--- src/include/cache_cfg.svh ---
`ifndef CACHE_CFG_SVH
`define CACHE_CFG_SVH

// ============================================================
// Cache geometry
// ============================================================

// Line address width, one address per cache line
`define CACHE_ADDR_W   16

// Set index bits, the only real size knob
`define CACHE_SET_W    4
`define CACHE_SETS     (1 << `CACHE_SET_W)

// Tag is what is left of the line address
`define CACHE_TAG_W    (`CACHE_ADDR_W - `CACHE_SET_W)

// Full cache line payload
`define CACHE_CL_W     64

// Transaction queue entry id
`define CACHE_TQ_ID_W  4

`endif

--- src/hdl/cache_pkg.sv ---
`default_nettype none

`include "cache_cfg.svh"

package cache_pkg;

    // ============================================================
    // Lookup kinds and addressing
    // ============================================================

    // Lookups issued by the transaction queue
    typedef enum logic [1:0] {
        RD_LU   = 2'd0,
        WR_LU   = 2'd1,
        FILL_LU = 2'd2
    } t_lu_op;

    // Tag over set index
    typedef struct packed {
        logic [`CACHE_TAG_W-1:0] tag;
        logic [`CACHE_SET_W-1:0] set;
    } t_addr_split;

    // Same line address, raw or split
    typedef union packed {
        logic [`CACHE_ADDR_W-1:0] raw;
        t_addr_split              split;
    } t_address;

    // ============================================================
    // Queue and far memory side
    // ============================================================

    typedef struct packed {
        logic                       valid;
        t_lu_op                     lu_op;
        t_address                   address;
        logic [`CACHE_CL_W-1:0]     cl_data;
        logic [`CACHE_TQ_ID_W-1:0]  tq_id;
    } t_lu_req;

    typedef struct packed {
        logic                       valid;
        logic [`CACHE_TQ_ID_W-1:0]  tq_id;
        t_lu_op                     lu_op;
        logic                       hit;
        logic [`CACHE_CL_W-1:0]     cl_data;
    } t_lu_rsp;

    // Miss read, tq_id comes back with the fill
    typedef struct packed {
        logic                       valid;
        t_address                   address;
        logic [`CACHE_TQ_ID_W-1:0]  tq_id;
    } t_fm_rd_req;

    // Write around or dirty evict
    typedef struct packed {
        logic                       valid;
        t_address                   address;
        logic [`CACHE_CL_W-1:0]     data;
    } t_fm_wr_req;

    // ============================================================
    // Array side
    // ============================================================

    typedef struct packed {
        logic                       valid;
        logic [`CACHE_SET_W-1:0]    set;
    } t_set_rd_req;

    // One set, two ways, lru points at the way to replace
    typedef struct packed {
        logic [1:0][`CACHE_TAG_W-1:0] tag;
        logic [1:0]                   valid;
        logic [1:0]                   dirty;
        logic                         lru;
    } t_set_entry;

    typedef t_set_entry t_set_rd_rsp;

    typedef struct packed {
        logic                       valid;
        logic [`CACHE_SET_W-1:0]    set;
        t_set_entry                 entry;
    } t_set_wr_req;

    typedef struct packed {
        logic                       valid;
        logic [`CACHE_SET_W-1:0]    set;
        logic                       way;
    } t_cl_rd_req;

    typedef struct packed {
        logic [`CACHE_CL_W-1:0]     cl_data;
    } t_cl_rd_rsp;

    typedef struct packed {
        logic                       valid;
        logic [`CACHE_SET_W-1:0]    set;
        logic                       way;
        logic [`CACHE_CL_W-1:0]     cl_data;
    } t_cl_wr_req;

endpackage

`default_nettype wire

--- src/hdl/tag_array.sv ---
`default_nettype none

`include "cache_cfg.svh"

module tag_array (
    input  wire                       clk,
    input  wire                       rst_n,
    // Set lookup from q1
    input  var cache_pkg::t_set_rd_req rd_req,
    output cache_pkg::t_set_rd_rsp     rd_rsp,
    // Whole set update from q2
    input  var cache_pkg::t_set_wr_req wr_req
);

    // ============================================================
    // Set storage
    // ============================================================

    // Tags, state bits and lru per set
    cache_pkg::t_set_entry sets [`CACHE_SETS];

    // Write of the full entry
    // Reset only clears state bits, tags are don't care while invalid
    always_ff @(posedge clk) begin
        if (!rst_n) begin
            for (int i = 0; i < `CACHE_SETS; i++) begin
                sets[i].valid <= '0;
                sets[i].dirty <= '0;
                sets[i].lru   <= 1'b0;
            end
        end else if (wr_req.valid) begin
            sets[wr_req.set] <= wr_req.entry;
        end
    end

    // ============================================================
    // Registered read
    // ============================================================

    // Old contents on same-edge write
    // Pipe forwards the new entry in that case
    always_ff @(posedge clk) begin
        if (rd_req.valid) begin
            rd_rsp <= sets[rd_req.set];
        end
    end

endmodule

`default_nettype wire

--- src/hdl/data_array.sv ---
`default_nettype none

`include "cache_cfg.svh"

module data_array (
    input  wire                       clk,
    // Line read from q2
    input  var cache_pkg::t_cl_rd_req rd_req,
    output cache_pkg::t_cl_rd_rsp     rd_rsp,
    // Line write from q3
    input  var cache_pkg::t_cl_wr_req wr_req
);

    // ============================================================
    // Line storage
    // ============================================================

    // Indexed by set then way
    logic [`CACHE_CL_W-1:0] lines [`CACHE_SETS][2];

    // Full line write
    always_ff @(posedge clk) begin
        if (wr_req.valid) begin
            lines[wr_req.set][wr_req.way] <= wr_req.cl_data;
        end
    end

    // ============================================================
    // Registered read
    // ============================================================

    // Returns old line if written on the same edge
    // q3 forwarding covers that case
    always_ff @(posedge clk) begin
        if (rd_req.valid) begin
            rd_rsp.cl_data <= lines[rd_req.set][rd_req.way];
        end
    end

endmodule

`default_nettype wire

--- src/hdl/cache_pipe.sv ---
`default_nettype none

`include "cache_cfg.svh"

module cache_pipe (
    input  wire                        clk,
    input  wire                        rst_n,
    // Transaction queue
    input  var cache_pkg::t_lu_req     lu_req_q1,
    output cache_pkg::t_lu_rsp         lu_rsp_q3,
    // Far memory requests
    output cache_pkg::t_fm_wr_req      fm_wr_req_q3,
    output cache_pkg::t_fm_rd_req      fm_rd_req_q3,
    // Tag array
    output cache_pkg::t_set_rd_req     set_rd_req_q1,
    input  var cache_pkg::t_set_rd_rsp set_rd_rsp_q2,
    output cache_pkg::t_set_wr_req     set_wr_req_q2,
    // Data array
    output cache_pkg::t_cl_rd_req      cl_rd_req_q2,
    input  var cache_pkg::t_cl_rd_rsp  cl_rd_rsp_q3,
    output cache_pkg::t_cl_wr_req      cl_wr_req_q3
);

    // Decisions made in q2 and used in q3
    typedef struct packed {
        logic                    hit;
        logic                    way;
        logic                    evict;
        logic [`CACHE_TAG_W-1:0] victim_tag;
    } t_q3_ctl;

    cache_pkg::t_lu_req     lu_req_q2;
    cache_pkg::t_lu_req     lu_req_q3;
    t_q3_ctl                ctl_q2;
    t_q3_ctl                ctl_q3;

    // Set forwarding from q2 write into next q2
    logic                   set_fwd_hit_q2;
    cache_pkg::t_set_entry  set_fwd_entry_q2;
    // Line forwarding from q3 write into next q3
    logic                   cl_fwd_hit_q3;
    logic [`CACHE_CL_W-1:0] cl_fwd_data_q3;

    cache_pkg::t_set_entry  entry_q2;
    cache_pkg::t_set_entry  upd_entry_q2;
    logic [1:0]             way_hit_q2;
    logic                   is_rd_q2;
    logic                   is_wr_q2;
    logic                   is_fill_q2;
    logic                   victim_way_q2;
    logic                   used_way_q2;

    logic [`CACHE_CL_W-1:0] line_q3;
    logic                   is_rd_q3;
    logic                   is_wr_q3;
    logic                   is_fill_q3;
    cache_pkg::t_address    evict_addr_q3;

    // ============================================================
    // q1 set lookup
    // ============================================================

    assign set_rd_req_q1.valid = lu_req_q1.valid;
    assign set_rd_req_q1.set   = lu_req_q1.address.split.set;

    // Stage registers, valid bits are the only reset state
    always_ff @(posedge clk) begin
        lu_req_q2 <= lu_req_q1;
        lu_req_q3 <= lu_req_q2;
        ctl_q3    <= ctl_q2;
        if (!rst_n) begin
            lu_req_q2.valid <= 1'b0;
            lu_req_q3.valid <= 1'b0;
        end
    end

    // Same set read and written on one edge
    always_ff @(posedge clk) begin
        set_fwd_entry_q2 <= set_wr_req_q2.entry;
        if (!rst_n) begin
            set_fwd_hit_q2 <= 1'b0;
        end else begin
            set_fwd_hit_q2 <= set_wr_req_q2.valid && set_rd_req_q1.valid &&
                              (set_wr_req_q2.set == set_rd_req_q1.set);
        end
    end

    // ============================================================
    // q2 tag compare, victim, set update
    // ============================================================

    // Array read is stale under a set hazard
    assign entry_q2 = set_fwd_hit_q2 ? set_fwd_entry_q2 : set_rd_rsp_q2;

    assign is_rd_q2   = lu_req_q2.lu_op == cache_pkg::RD_LU;
    assign is_wr_q2   = lu_req_q2.lu_op == cache_pkg::WR_LU;
    assign is_fill_q2 = lu_req_q2.lu_op == cache_pkg::FILL_LU;

    // Per way tag match
    always_comb begin
        for (int w = 0; w < 2; w++) begin
            way_hit_q2[w] = entry_q2.valid[w] &&
                            (entry_q2.tag[w] == lu_req_q2.address.split.tag);
        end
    end

    assign ctl_q2.hit = |way_hit_q2;

    // Fill reuses the matching way, else the lru way
    assign victim_way_q2 = ctl_q2.hit ? way_hit_q2[1] : entry_q2.lru;
    assign used_way_q2   = is_fill_q2 ? victim_way_q2 : way_hit_q2[1];

    assign ctl_q2.way        = used_way_q2;
    assign ctl_q2.victim_tag = entry_q2.tag[victim_way_q2];
    assign ctl_q2.evict      = is_fill_q2 && entry_q2.valid[victim_way_q2] &&
                               entry_q2.dirty[victim_way_q2];

    // New set contents
    always_comb begin
        upd_entry_q2     = entry_q2;
        // Touched way becomes MRU
        upd_entry_q2.lru = ~used_way_q2;
        if (is_wr_q2) begin
            upd_entry_q2.dirty[used_way_q2] = 1'b1;
        end
        // Fill installs a clean line
        if (is_fill_q2) begin
            upd_entry_q2.tag[used_way_q2]   = lu_req_q2.address.split.tag;
            upd_entry_q2.valid[used_way_q2] = 1'b1;
            upd_entry_q2.dirty[used_way_q2] = 1'b0;
        end
    end

    // Misses leave the set alone, no allocation on write miss
    assign set_wr_req_q2.valid = lu_req_q2.valid && (is_fill_q2 || ctl_q2.hit);
    assign set_wr_req_q2.set   = lu_req_q2.address.split.set;
    assign set_wr_req_q2.entry = upd_entry_q2;

    // Hit line for reads, victim line for fills
    assign cl_rd_req_q2.valid = lu_req_q2.valid &&
                                ((is_rd_q2 && ctl_q2.hit) || is_fill_q2);
    assign cl_rd_req_q2.set   = lu_req_q2.address.split.set;
    assign cl_rd_req_q2.way   = used_way_q2;

    // Same line read and written on one edge
    always_ff @(posedge clk) begin
        cl_fwd_data_q3 <= cl_wr_req_q3.cl_data;
        if (!rst_n) begin
            cl_fwd_hit_q3 <= 1'b0;
        end else begin
            cl_fwd_hit_q3 <= cl_wr_req_q3.valid && cl_rd_req_q2.valid &&
                             (cl_wr_req_q3.set == cl_rd_req_q2.set) &&
                             (cl_wr_req_q3.way == cl_rd_req_q2.way);
        end
    end

    // ============================================================
    // q3 response, FM requests, data write
    // ============================================================

    assign line_q3 = cl_fwd_hit_q3 ? cl_fwd_data_q3 : cl_rd_rsp_q3.cl_data;

    assign is_rd_q3   = lu_req_q3.lu_op == cache_pkg::RD_LU;
    assign is_wr_q3   = lu_req_q3.lu_op == cache_pkg::WR_LU;
    assign is_fill_q3 = lu_req_q3.lu_op == cache_pkg::FILL_LU;

    // One response per lookup
    assign lu_rsp_q3.valid   = lu_req_q3.valid;
    assign lu_rsp_q3.tq_id   = lu_req_q3.tq_id;
    assign lu_rsp_q3.lu_op   = lu_req_q3.lu_op;
    assign lu_rsp_q3.hit     = is_fill_q3 || ctl_q3.hit;
    assign lu_rsp_q3.cl_data = is_fill_q3                ? lu_req_q3.cl_data :
                               (is_rd_q3 && ctl_q3.hit) ? line_q3 : '0;

    // Read miss goes to FM with its queue id
    assign fm_rd_req_q3.valid   = lu_req_q3.valid && is_rd_q3 && !ctl_q3.hit;
    assign fm_rd_req_q3.address = lu_req_q3.address;
    assign fm_rd_req_q3.tq_id   = lu_req_q3.tq_id;

    // Victim line address
    always_comb begin
        evict_addr_q3.split.tag = ctl_q3.victim_tag;
        evict_addr_q3.split.set = lu_req_q3.address.split.set;
    end

    // Write around on miss, or dirty victim of a fill
    assign fm_wr_req_q3.valid   = lu_req_q3.valid &&
                                  ((is_wr_q3 && !ctl_q3.hit) || ctl_q3.evict);
    assign fm_wr_req_q3.address = ctl_q3.evict ? evict_addr_q3 : lu_req_q3.address;
    assign fm_wr_req_q3.data    = ctl_q3.evict ? line_q3 : lu_req_q3.cl_data;

    // Write hit or fill lands in the array
    assign cl_wr_req_q3.valid   = lu_req_q3.valid &&
                                  ((is_wr_q3 && ctl_q3.hit) || is_fill_q3);
    assign cl_wr_req_q3.set     = lu_req_q3.address.split.set;
    assign cl_wr_req_q3.way     = ctl_q3.way;
    assign cl_wr_req_q3.cl_data = lu_req_q3.cl_data;

endmodule

`default_nettype wire

--- src/hdl/cache_top.sv ---
`default_nettype none

module cache_top (
    input  wire                    clk,
    input  wire                    rst_n,
    // Transaction queue
    input  var cache_pkg::t_lu_req lu_req,
    output cache_pkg::t_lu_rsp     lu_rsp,
    // Far memory
    output cache_pkg::t_fm_rd_req  fm_rd_req,
    output cache_pkg::t_fm_wr_req  fm_wr_req
);

    // ============================================================
    // Pipe to array buses
    // ============================================================

    cache_pkg::t_set_rd_req set_rd_req;
    cache_pkg::t_set_rd_rsp set_rd_rsp;
    cache_pkg::t_set_wr_req set_wr_req;
    cache_pkg::t_cl_rd_req  cl_rd_req;
    cache_pkg::t_cl_rd_rsp  cl_rd_rsp;
    cache_pkg::t_cl_wr_req  cl_wr_req;

    // Three stage lookup pipe
    cache_pipe u_pipe (
        .clk           (clk),
        .rst_n         (rst_n),
        .lu_req_q1     (lu_req),
        .lu_rsp_q3     (lu_rsp),
        .fm_wr_req_q3  (fm_wr_req),
        .fm_rd_req_q3  (fm_rd_req),
        .set_rd_req_q1 (set_rd_req),
        .set_rd_rsp_q2 (set_rd_rsp),
        .set_wr_req_q2 (set_wr_req),
        .cl_rd_req_q2  (cl_rd_req),
        .cl_rd_rsp_q3  (cl_rd_rsp),
        .cl_wr_req_q3  (cl_wr_req)
    );

    // Tags and state, read in q1
    tag_array u_tag_array (
        .clk    (clk),
        .rst_n  (rst_n),
        .rd_req (set_rd_req),
        .rd_rsp (set_rd_rsp),
        .wr_req (set_wr_req)
    );

    // Lines, read in q2
    data_array u_data_array (
        .clk    (clk),
        .rd_req (cl_rd_req),
        .rd_rsp (cl_rd_rsp),
        .wr_req (cl_wr_req)
    );

endmodule

`default_nettype wire

--- config.mk ---
export PLATFORM = sky130hd
export DESIGN_NAME = cache_top
export DESIGN_NICKNAME = d
export VERILOG_FILES = /design/src/hdl/cache_pkg.sv /design/src/hdl/tag_array.sv /design/src/hdl/data_array.sv /design/src/hdl/cache_pipe.sv /design/src/hdl/cache_top.sv
export VERILOG_INCLUDE_DIRS = /design/src /design/src/include
export SDC_FILE = /design/constraint.sdc
export NUM_CORES = 2
export LEC_CHECK = 0
export BUFFER_PORTS_ARGS = -buffer_cell sky130_fd_sc_hd__buf_2
export CORE_UTILIZATION = 30
export CTS_CLUSTER_SIZE = 10
export DETAILED_ROUTE_END_ITERATION = 12
export GPL_TIMING_DRIVEN = 0
export SYNTH_ARGS = -nofsm -noshare
export SYNTH_HDL_FRONTEND = slang
export SYNTH_SLANG_ARGS = --single-unit
--- constraint.sdc ---
create_clock -name clk -period 4.8 [get_ports clk]
set_clock_uncertainty 0.15 [all_clocks]
set_input_delay 0.48 -clock clk [delete_from_list [all_inputs] [get_ports clk]]
set_output_delay 0.48 -clock clk [all_outputs]
set_load 0.02 [all_outputs]
=== After elaboration in Yosys (flattened, before gate mapping) ===
Memories as Yosys holds them, arrays and structs flattened. A register that Yosys moved wholly into a read port is not among the register bits.
Cells that the tools add are included.

* Magnitude comparators: 6
* Eq/ne operators: 9
* Multiplexer cells: 35
* Bitwise operators: 7
* Reduce and logical (&&, ||, !) cells: 31

{| class="wikitable"
|+ Operators with widths
! cell !! number
|-
| $mux 64 || 8
|-
| $mux 128 || 1
|-
| $demux 64 s1 || 1
|-
| $mux 29 || 2
|-
| $mux 12 || 3
|-
| $reduce_or 29->1 || 1
|-
| $mux 28 || 1
|-
| $bwmux 24 || 1
|-
| $eq 12x12->1 || 2
|-
| $logic_and 1x1->1 || 21
|-
| $mux 16 || 1
|-
| $demux 12 s1 || 1
|-
| $mux 1 || 12
|-
| $eq 4x4->1 || 2
|-
| $logic_or 1x1->1 || 5
|-
| $eq 2x1->1 const B || 2
|-
| $eq 2x2->1 const B || 2
|-
| $ge 2x2->1 const B || 2
|-
| $logic_not 2->1 || 2
|-
| $lt 1x2->1 const B || 2
|-
| $mux 2 || 2
|-
| $mux 4 || 1
|-
| $not 1->2 || 2
|-
| $or 2x2->2 || 2
|-
| other kinds (9) || 9
|}

* Flip-flop bits (word level): 348
* Bits in writable memories: 2512
* Bits of input ports: 89
* Memories kept: 2

{| class="wikitable"
|+ Memory list
! name !! words !! bits a word !! rd ports !! clocked after Yosys merged registers in !! wr ports !! line !! text
|-
| u_data_array.lines || 16 || 128 || 1 || 1 || 1 || data_array.sv:19 || <nowiki>logic [`CACHE_CL_W-1:0] lines [`CACHE_SETS][2];</nowiki>
|-
| u_tag_array.sets || 16 || 29 || 1 || 1 || 16 || tag_array.sv:20 || <nowiki>cache_pkg::t_set_entry sets [`CACHE_SETS];</nowiki>
|}

=== Depth between registers and ports, before layout ===
* Word-level depth: 15
* Depth in mapped cells: 12
* Mapped depth without buffers: 7

=== Hierarchy ===
Synthesis repeated with hierarchy kept, for this count alone.

* Cells, all modules: 4841
* Area, all modules: 108237.6 um^2

{| class="wikitable"
|+ By module, submodules not included
! module !! instances !! cells each !! area each (um^2) !! sequential area each (um^2)
|-
| data_array || 1 || 3112 || 79698.9 || 63420.8
|-
| tag_array || 1 || 864 || 18941.9 || 14804.2
|-
| cache_pipe || 1 || 865 || 9596.7 || 5685.5
|}

=== Worst setup path before layout ===
Ideal clock, no wire load.

* Path type: flip-flop to flip-flop
* Start: register u_pipe.lu_req_q3 (netlist bit u_pipe.lu_rsp_q3[66])
* End: memory u_data_array.lines[7][0] in the netlist's numbering (enable)
* Setup time: 0.486 ns
* Arrival time: 3.905 ns
* Data required time: 4.164 ns
* Setup slack: 0.258 ns
* Stages on the path, launching flop included: 6
* Buffers on the path: 0
* Path through: dfxtp_1 nor2b_1 o21ai_0 nor2_1 nand3_1 nor2_1

* Cells in the longest elaborated chain, start to end: 6
* Elaborated cells between the ends (all ways): 7

{| class="wikitable"
|+ RTL lines
! item !! line !! text
|-
| from (decl) || cache_pipe.sv:33 || <nowiki>cache_pkg::t_lu_req lu_req_q3;</nowiki>
|-
| from (signal assigned) || cache_pipe.sv:69 || <nowiki>lu_req_q3 <= lu_req_q2;</nowiki>
|-
| $eq 2x1->1 || cache_pipe.sv:164 || <nowiki>assign is_wr_q3 = lu_req_q3.lu_op == cache_pkg::WR_LU;</nowiki>
|-
| $logic_and 1x1->1 || cache_pipe.sv:194 || <nowiki>((is_wr_q3 && ctl_q3.hit) || is_fill_q3);</nowiki>
|-
| $logic_or 1x1->1 * || cache_pipe.sv:194 ||
|-
| $logic_and 1x1->1 * || cache_pipe.sv:193 || <nowiki>assign cl_wr_req_q3.valid = lu_req_q3.valid &&</nowiki>
|-
| $mux 1 * || data_array.sv:23 || <nowiki>if (wr_req.valid) begin</nowiki>
|-
| $mux 128 (not written as such) * || data_array.sv:24 || <nowiki>lines[wr_req.set][wr_req.way] <= wr_req.cl_data;</nowiki>
|-
| to (decl) || data_array.sv:19 ||
|}

Mark *: on every way between the ends. The rest lies on a longest branch, timed or not.

==> results.cfg <==
[route]
drtAntennaViolNets = 0
detail_route.wl_per_cell_microns = 27.0
viasPerCell = 4.96
remaining_drc_errors = 0
detailedRoute.firstIterationViolations = 5541
finalWirelength_microns = 285000
first_pass_iters = 5
vias = 52305

[worst_setup_path]
crit_chain = or3b_2, clkbuf_2, buf_12, clkbuf_1, o21ai_0, buf_2
worst_ep_arrival_time_ns = 4.12
max_stage_delay_ns = 1.00
critPathKind = flip-flop to output port
crit_path_top_delay_cell = o21ai_0
critPathBufInv = 4
worst_setup_path_end_kind = output port
critPathLaunchType = flip-flop
cp_data_required_time_ns = 4.17
cpLargestDelayFamily = buffers and inverters
worst-path-max-fanout = 10

[placement]
gp_routability_congestion = 0.837
port_buffers = 261
dpl.cell_count = 9863
post_placement_worst_setup_slack_ns = -0.135
dp_hpwl_microns = 187000

[pwr]
power_leakage_nw = 40.6
cellPowerDensity_mw_per_mm2 = 417
post_layout_total_power_mw = 53.9
irDropWorstVdd_v = 0.000295

[clocking]
cts_tree = done
deepest_clock_path_buffer_count = 4
cts_max_level = 5
cts_made_buffers = 337
clk_pin_slew_worst_paths_ns = 0.05
cts-root-buf = clkbuf_16
numClockSinks = 2889
insertion_delay_ns = 0.93
postCtsSetupBuffers = 0

[flow_run]
max-cap-violations = 0

[layout]
final_layout_size_suffix_gt1_share_pct = 30.9
most_common_cell_after_layout_fill_and_taps_aside = edfxtp_1
area_delta_synth_final_pct = 19.8
commonest_cells_after_routing_fill_and_taps_aside = edfxtp_1 (2605), mux4_2 (793), clkbuf_1 (341)
utilization_pct = 36.1
post_route_insts_no_fill = 10553
nets = 5645

[global_route]
gr-usage-all-layers_pct = 15.5
grt_max_degree = 36
globalRoute.totalOverflow = 0
grt_antenna_before_repair = 16
wire_length_of_the_first_global_routing_pass_microns = 403000
grt_pass1_vias = 53926

[sta]
final.period_utilization_pct = 99.1
period_minus_slack_ns = 4.75
grt_setup_unrepaired = true
worstMarginPinSlew_ns = 1.44
max_slew_margin_pct = 3.75
hold_viol_final = 0
finalMaxSlewViolations = 0
fmax_ghz = 0.210
report.final.setup_viol = 0
layout_setup_ws_ns = 0.0453

[logic_synthesis]
share_of_yosys_cell_area_claimed_by_the_top_area_cell_type_pct = 72.3
yosys_warning_total = 0
netlist-cell-type-count = 56
syn_nets = 4801
synth.yosys.seq_area_share_pct = 77.6
synthesis.area_sq_mm = 0.108
synth_area_leader_cell = edfxtp_1
postSynthCellCount = 4712
synth.area.top_cells = edfxtp_1 (72%), mux4_2 (17%), dfxtp_1 (5.3%)
postSynthRegisterBits = 2889
avgSynthCellArea_sq_um = 22.9

[floorplanning]
rows = 220
dieArea_sq_mm = 0.363
start_util_pct = 30.1
coreArea_sq_mm = 0.359
chipHeight_microns = 602
design.portCount = 263
die_width_microns = 602

[min_path]
timing.hold.worst.class = input pin to flip-flop

[outcome]
outcome = finished clean
==> synth_stat cells, drive strengths merged <==
cell and instances:
a211oi 13, a21oi 74, a22oi 1, a31oi 2, a32oi 1, and2 2
and3 1, and3b 1, and4b 1, buf 94, clkbuf 184, clkinv 1
dfxtp 284, edfxtp 2605, inv 23, mux2 78, mux2i 115, mux4 793
nand2 82, nand2b 4, nand3 8, nand4 2, nor2 127, nor2b 8
nor3 37, nor4 33, nor4b 1, o211ai 1, o21a 1, o21ai 79
o221ai 1, o311ai 5, o31a 3, o31ai 4, or2 3, or3 1
or3b 1, or4 4, xnor2 33, xor2 1
==> layout make-up <==
class | count | area [sq um]
Antenna cell | 3 | 7.51
Buffer | 275 | 1230
Clock buffer | 520 | 9180
Clock inverter | 40 | 712
Fill cell | 32662 | 229000
Inverter | 24 | 90.1
Multi-Input combinational cell | 1521 | 23400
Sequential cell | 2889 | 83900
Tap cell | 4773 | 5970
Timing Repair Buffer | 508 | 5050
==> cell families (layout without fill, tap and decap cells) <==
kind of cell           count (synthesis)  after routing  synth area share (%)
XOR/XNOR                              34             34                 0.275
AO/OA/AOI/OAI                        185            185                 0.989
multiplexers                         986            986                  18.6
flip-flops                          2889           2889                  77.6
other                                  0              3                     0
AND/OR/NAND/NOR                      316            316                  1.33
buffers and inverters                302           1367                  1.19
==> metrics by stage <==
step	hold WS (ns)	area, sq um	setup TNS (ns)
after floorplan	0.160	108000	0
after global placement	0.161	115000	-9559.29
after detailed placement	0.162	118000	-10.32
after CTS	0.00318	129000	-0.322
after global routing	0.0423	130000	-2.61
final	0.0778	130000	0
==> sequential cells by signal, indices dropped and copies added (netlist names), 4 cells and up <==
signal,count
u_tag_array.rd_rsp,29
u_pipe.ctl_q3,14
u_data_array.rd_rsp,64
u_pipe.cl_wr_req_q3,69
u_tag_array.sets,464
u_pipe.fm_rd_req_q3,16
u_pipe.cl_rd_req_q2,4
u_pipe.lu_req_q2,83
u_pipe.cl_fwd_data_q3,64
u_data_array.lines,2048
u_pipe.set_fwd_entry_q2,29
==> routing by layer <==
layer / global-route usage (%) / up-vias / share of wire (%)
li1: - / 21467 / -
met1: 20.1 / 28320 / 40
met2: 25.9 / 2069 / 49
met3: 2.99 / 449 / 7.0
met4: 5.25 / 0 / 3.5
met5: 0 / - / 0
==> worst paths after layout <==
check	from	to	slack [ns]	cells after the start
max	u_pipe.ctl_q3[14]	lu_rsp[42]	0.05	6
min	lu_req[35]	u_pipe.lu_req_q2[35]	0.08	2
max reg2reg	u_pipe.set_fwd_hit_q2	u_tag_array.sets[9][28]	0.12	9
min reg2reg	u_pipe.lu_req_q2[28]	u_pipe.cl_wr_req_q3[24]	0.15	0
==> timing repair <==
action	CTS	global route
resized for setup	16	13
hold endpoints to repair	89	0
hold buffers	129	0
setup endpoints to repair	227	158
cloned	0	0
==> report_power, final <==
part           total (mW)  internal, mW  switching [mW]
registers            28.1          27.7           0.381
clock network        23.4          13.3            10.1
logic                2.47          1.09            1.38
(Power assumes the default switching activity.)
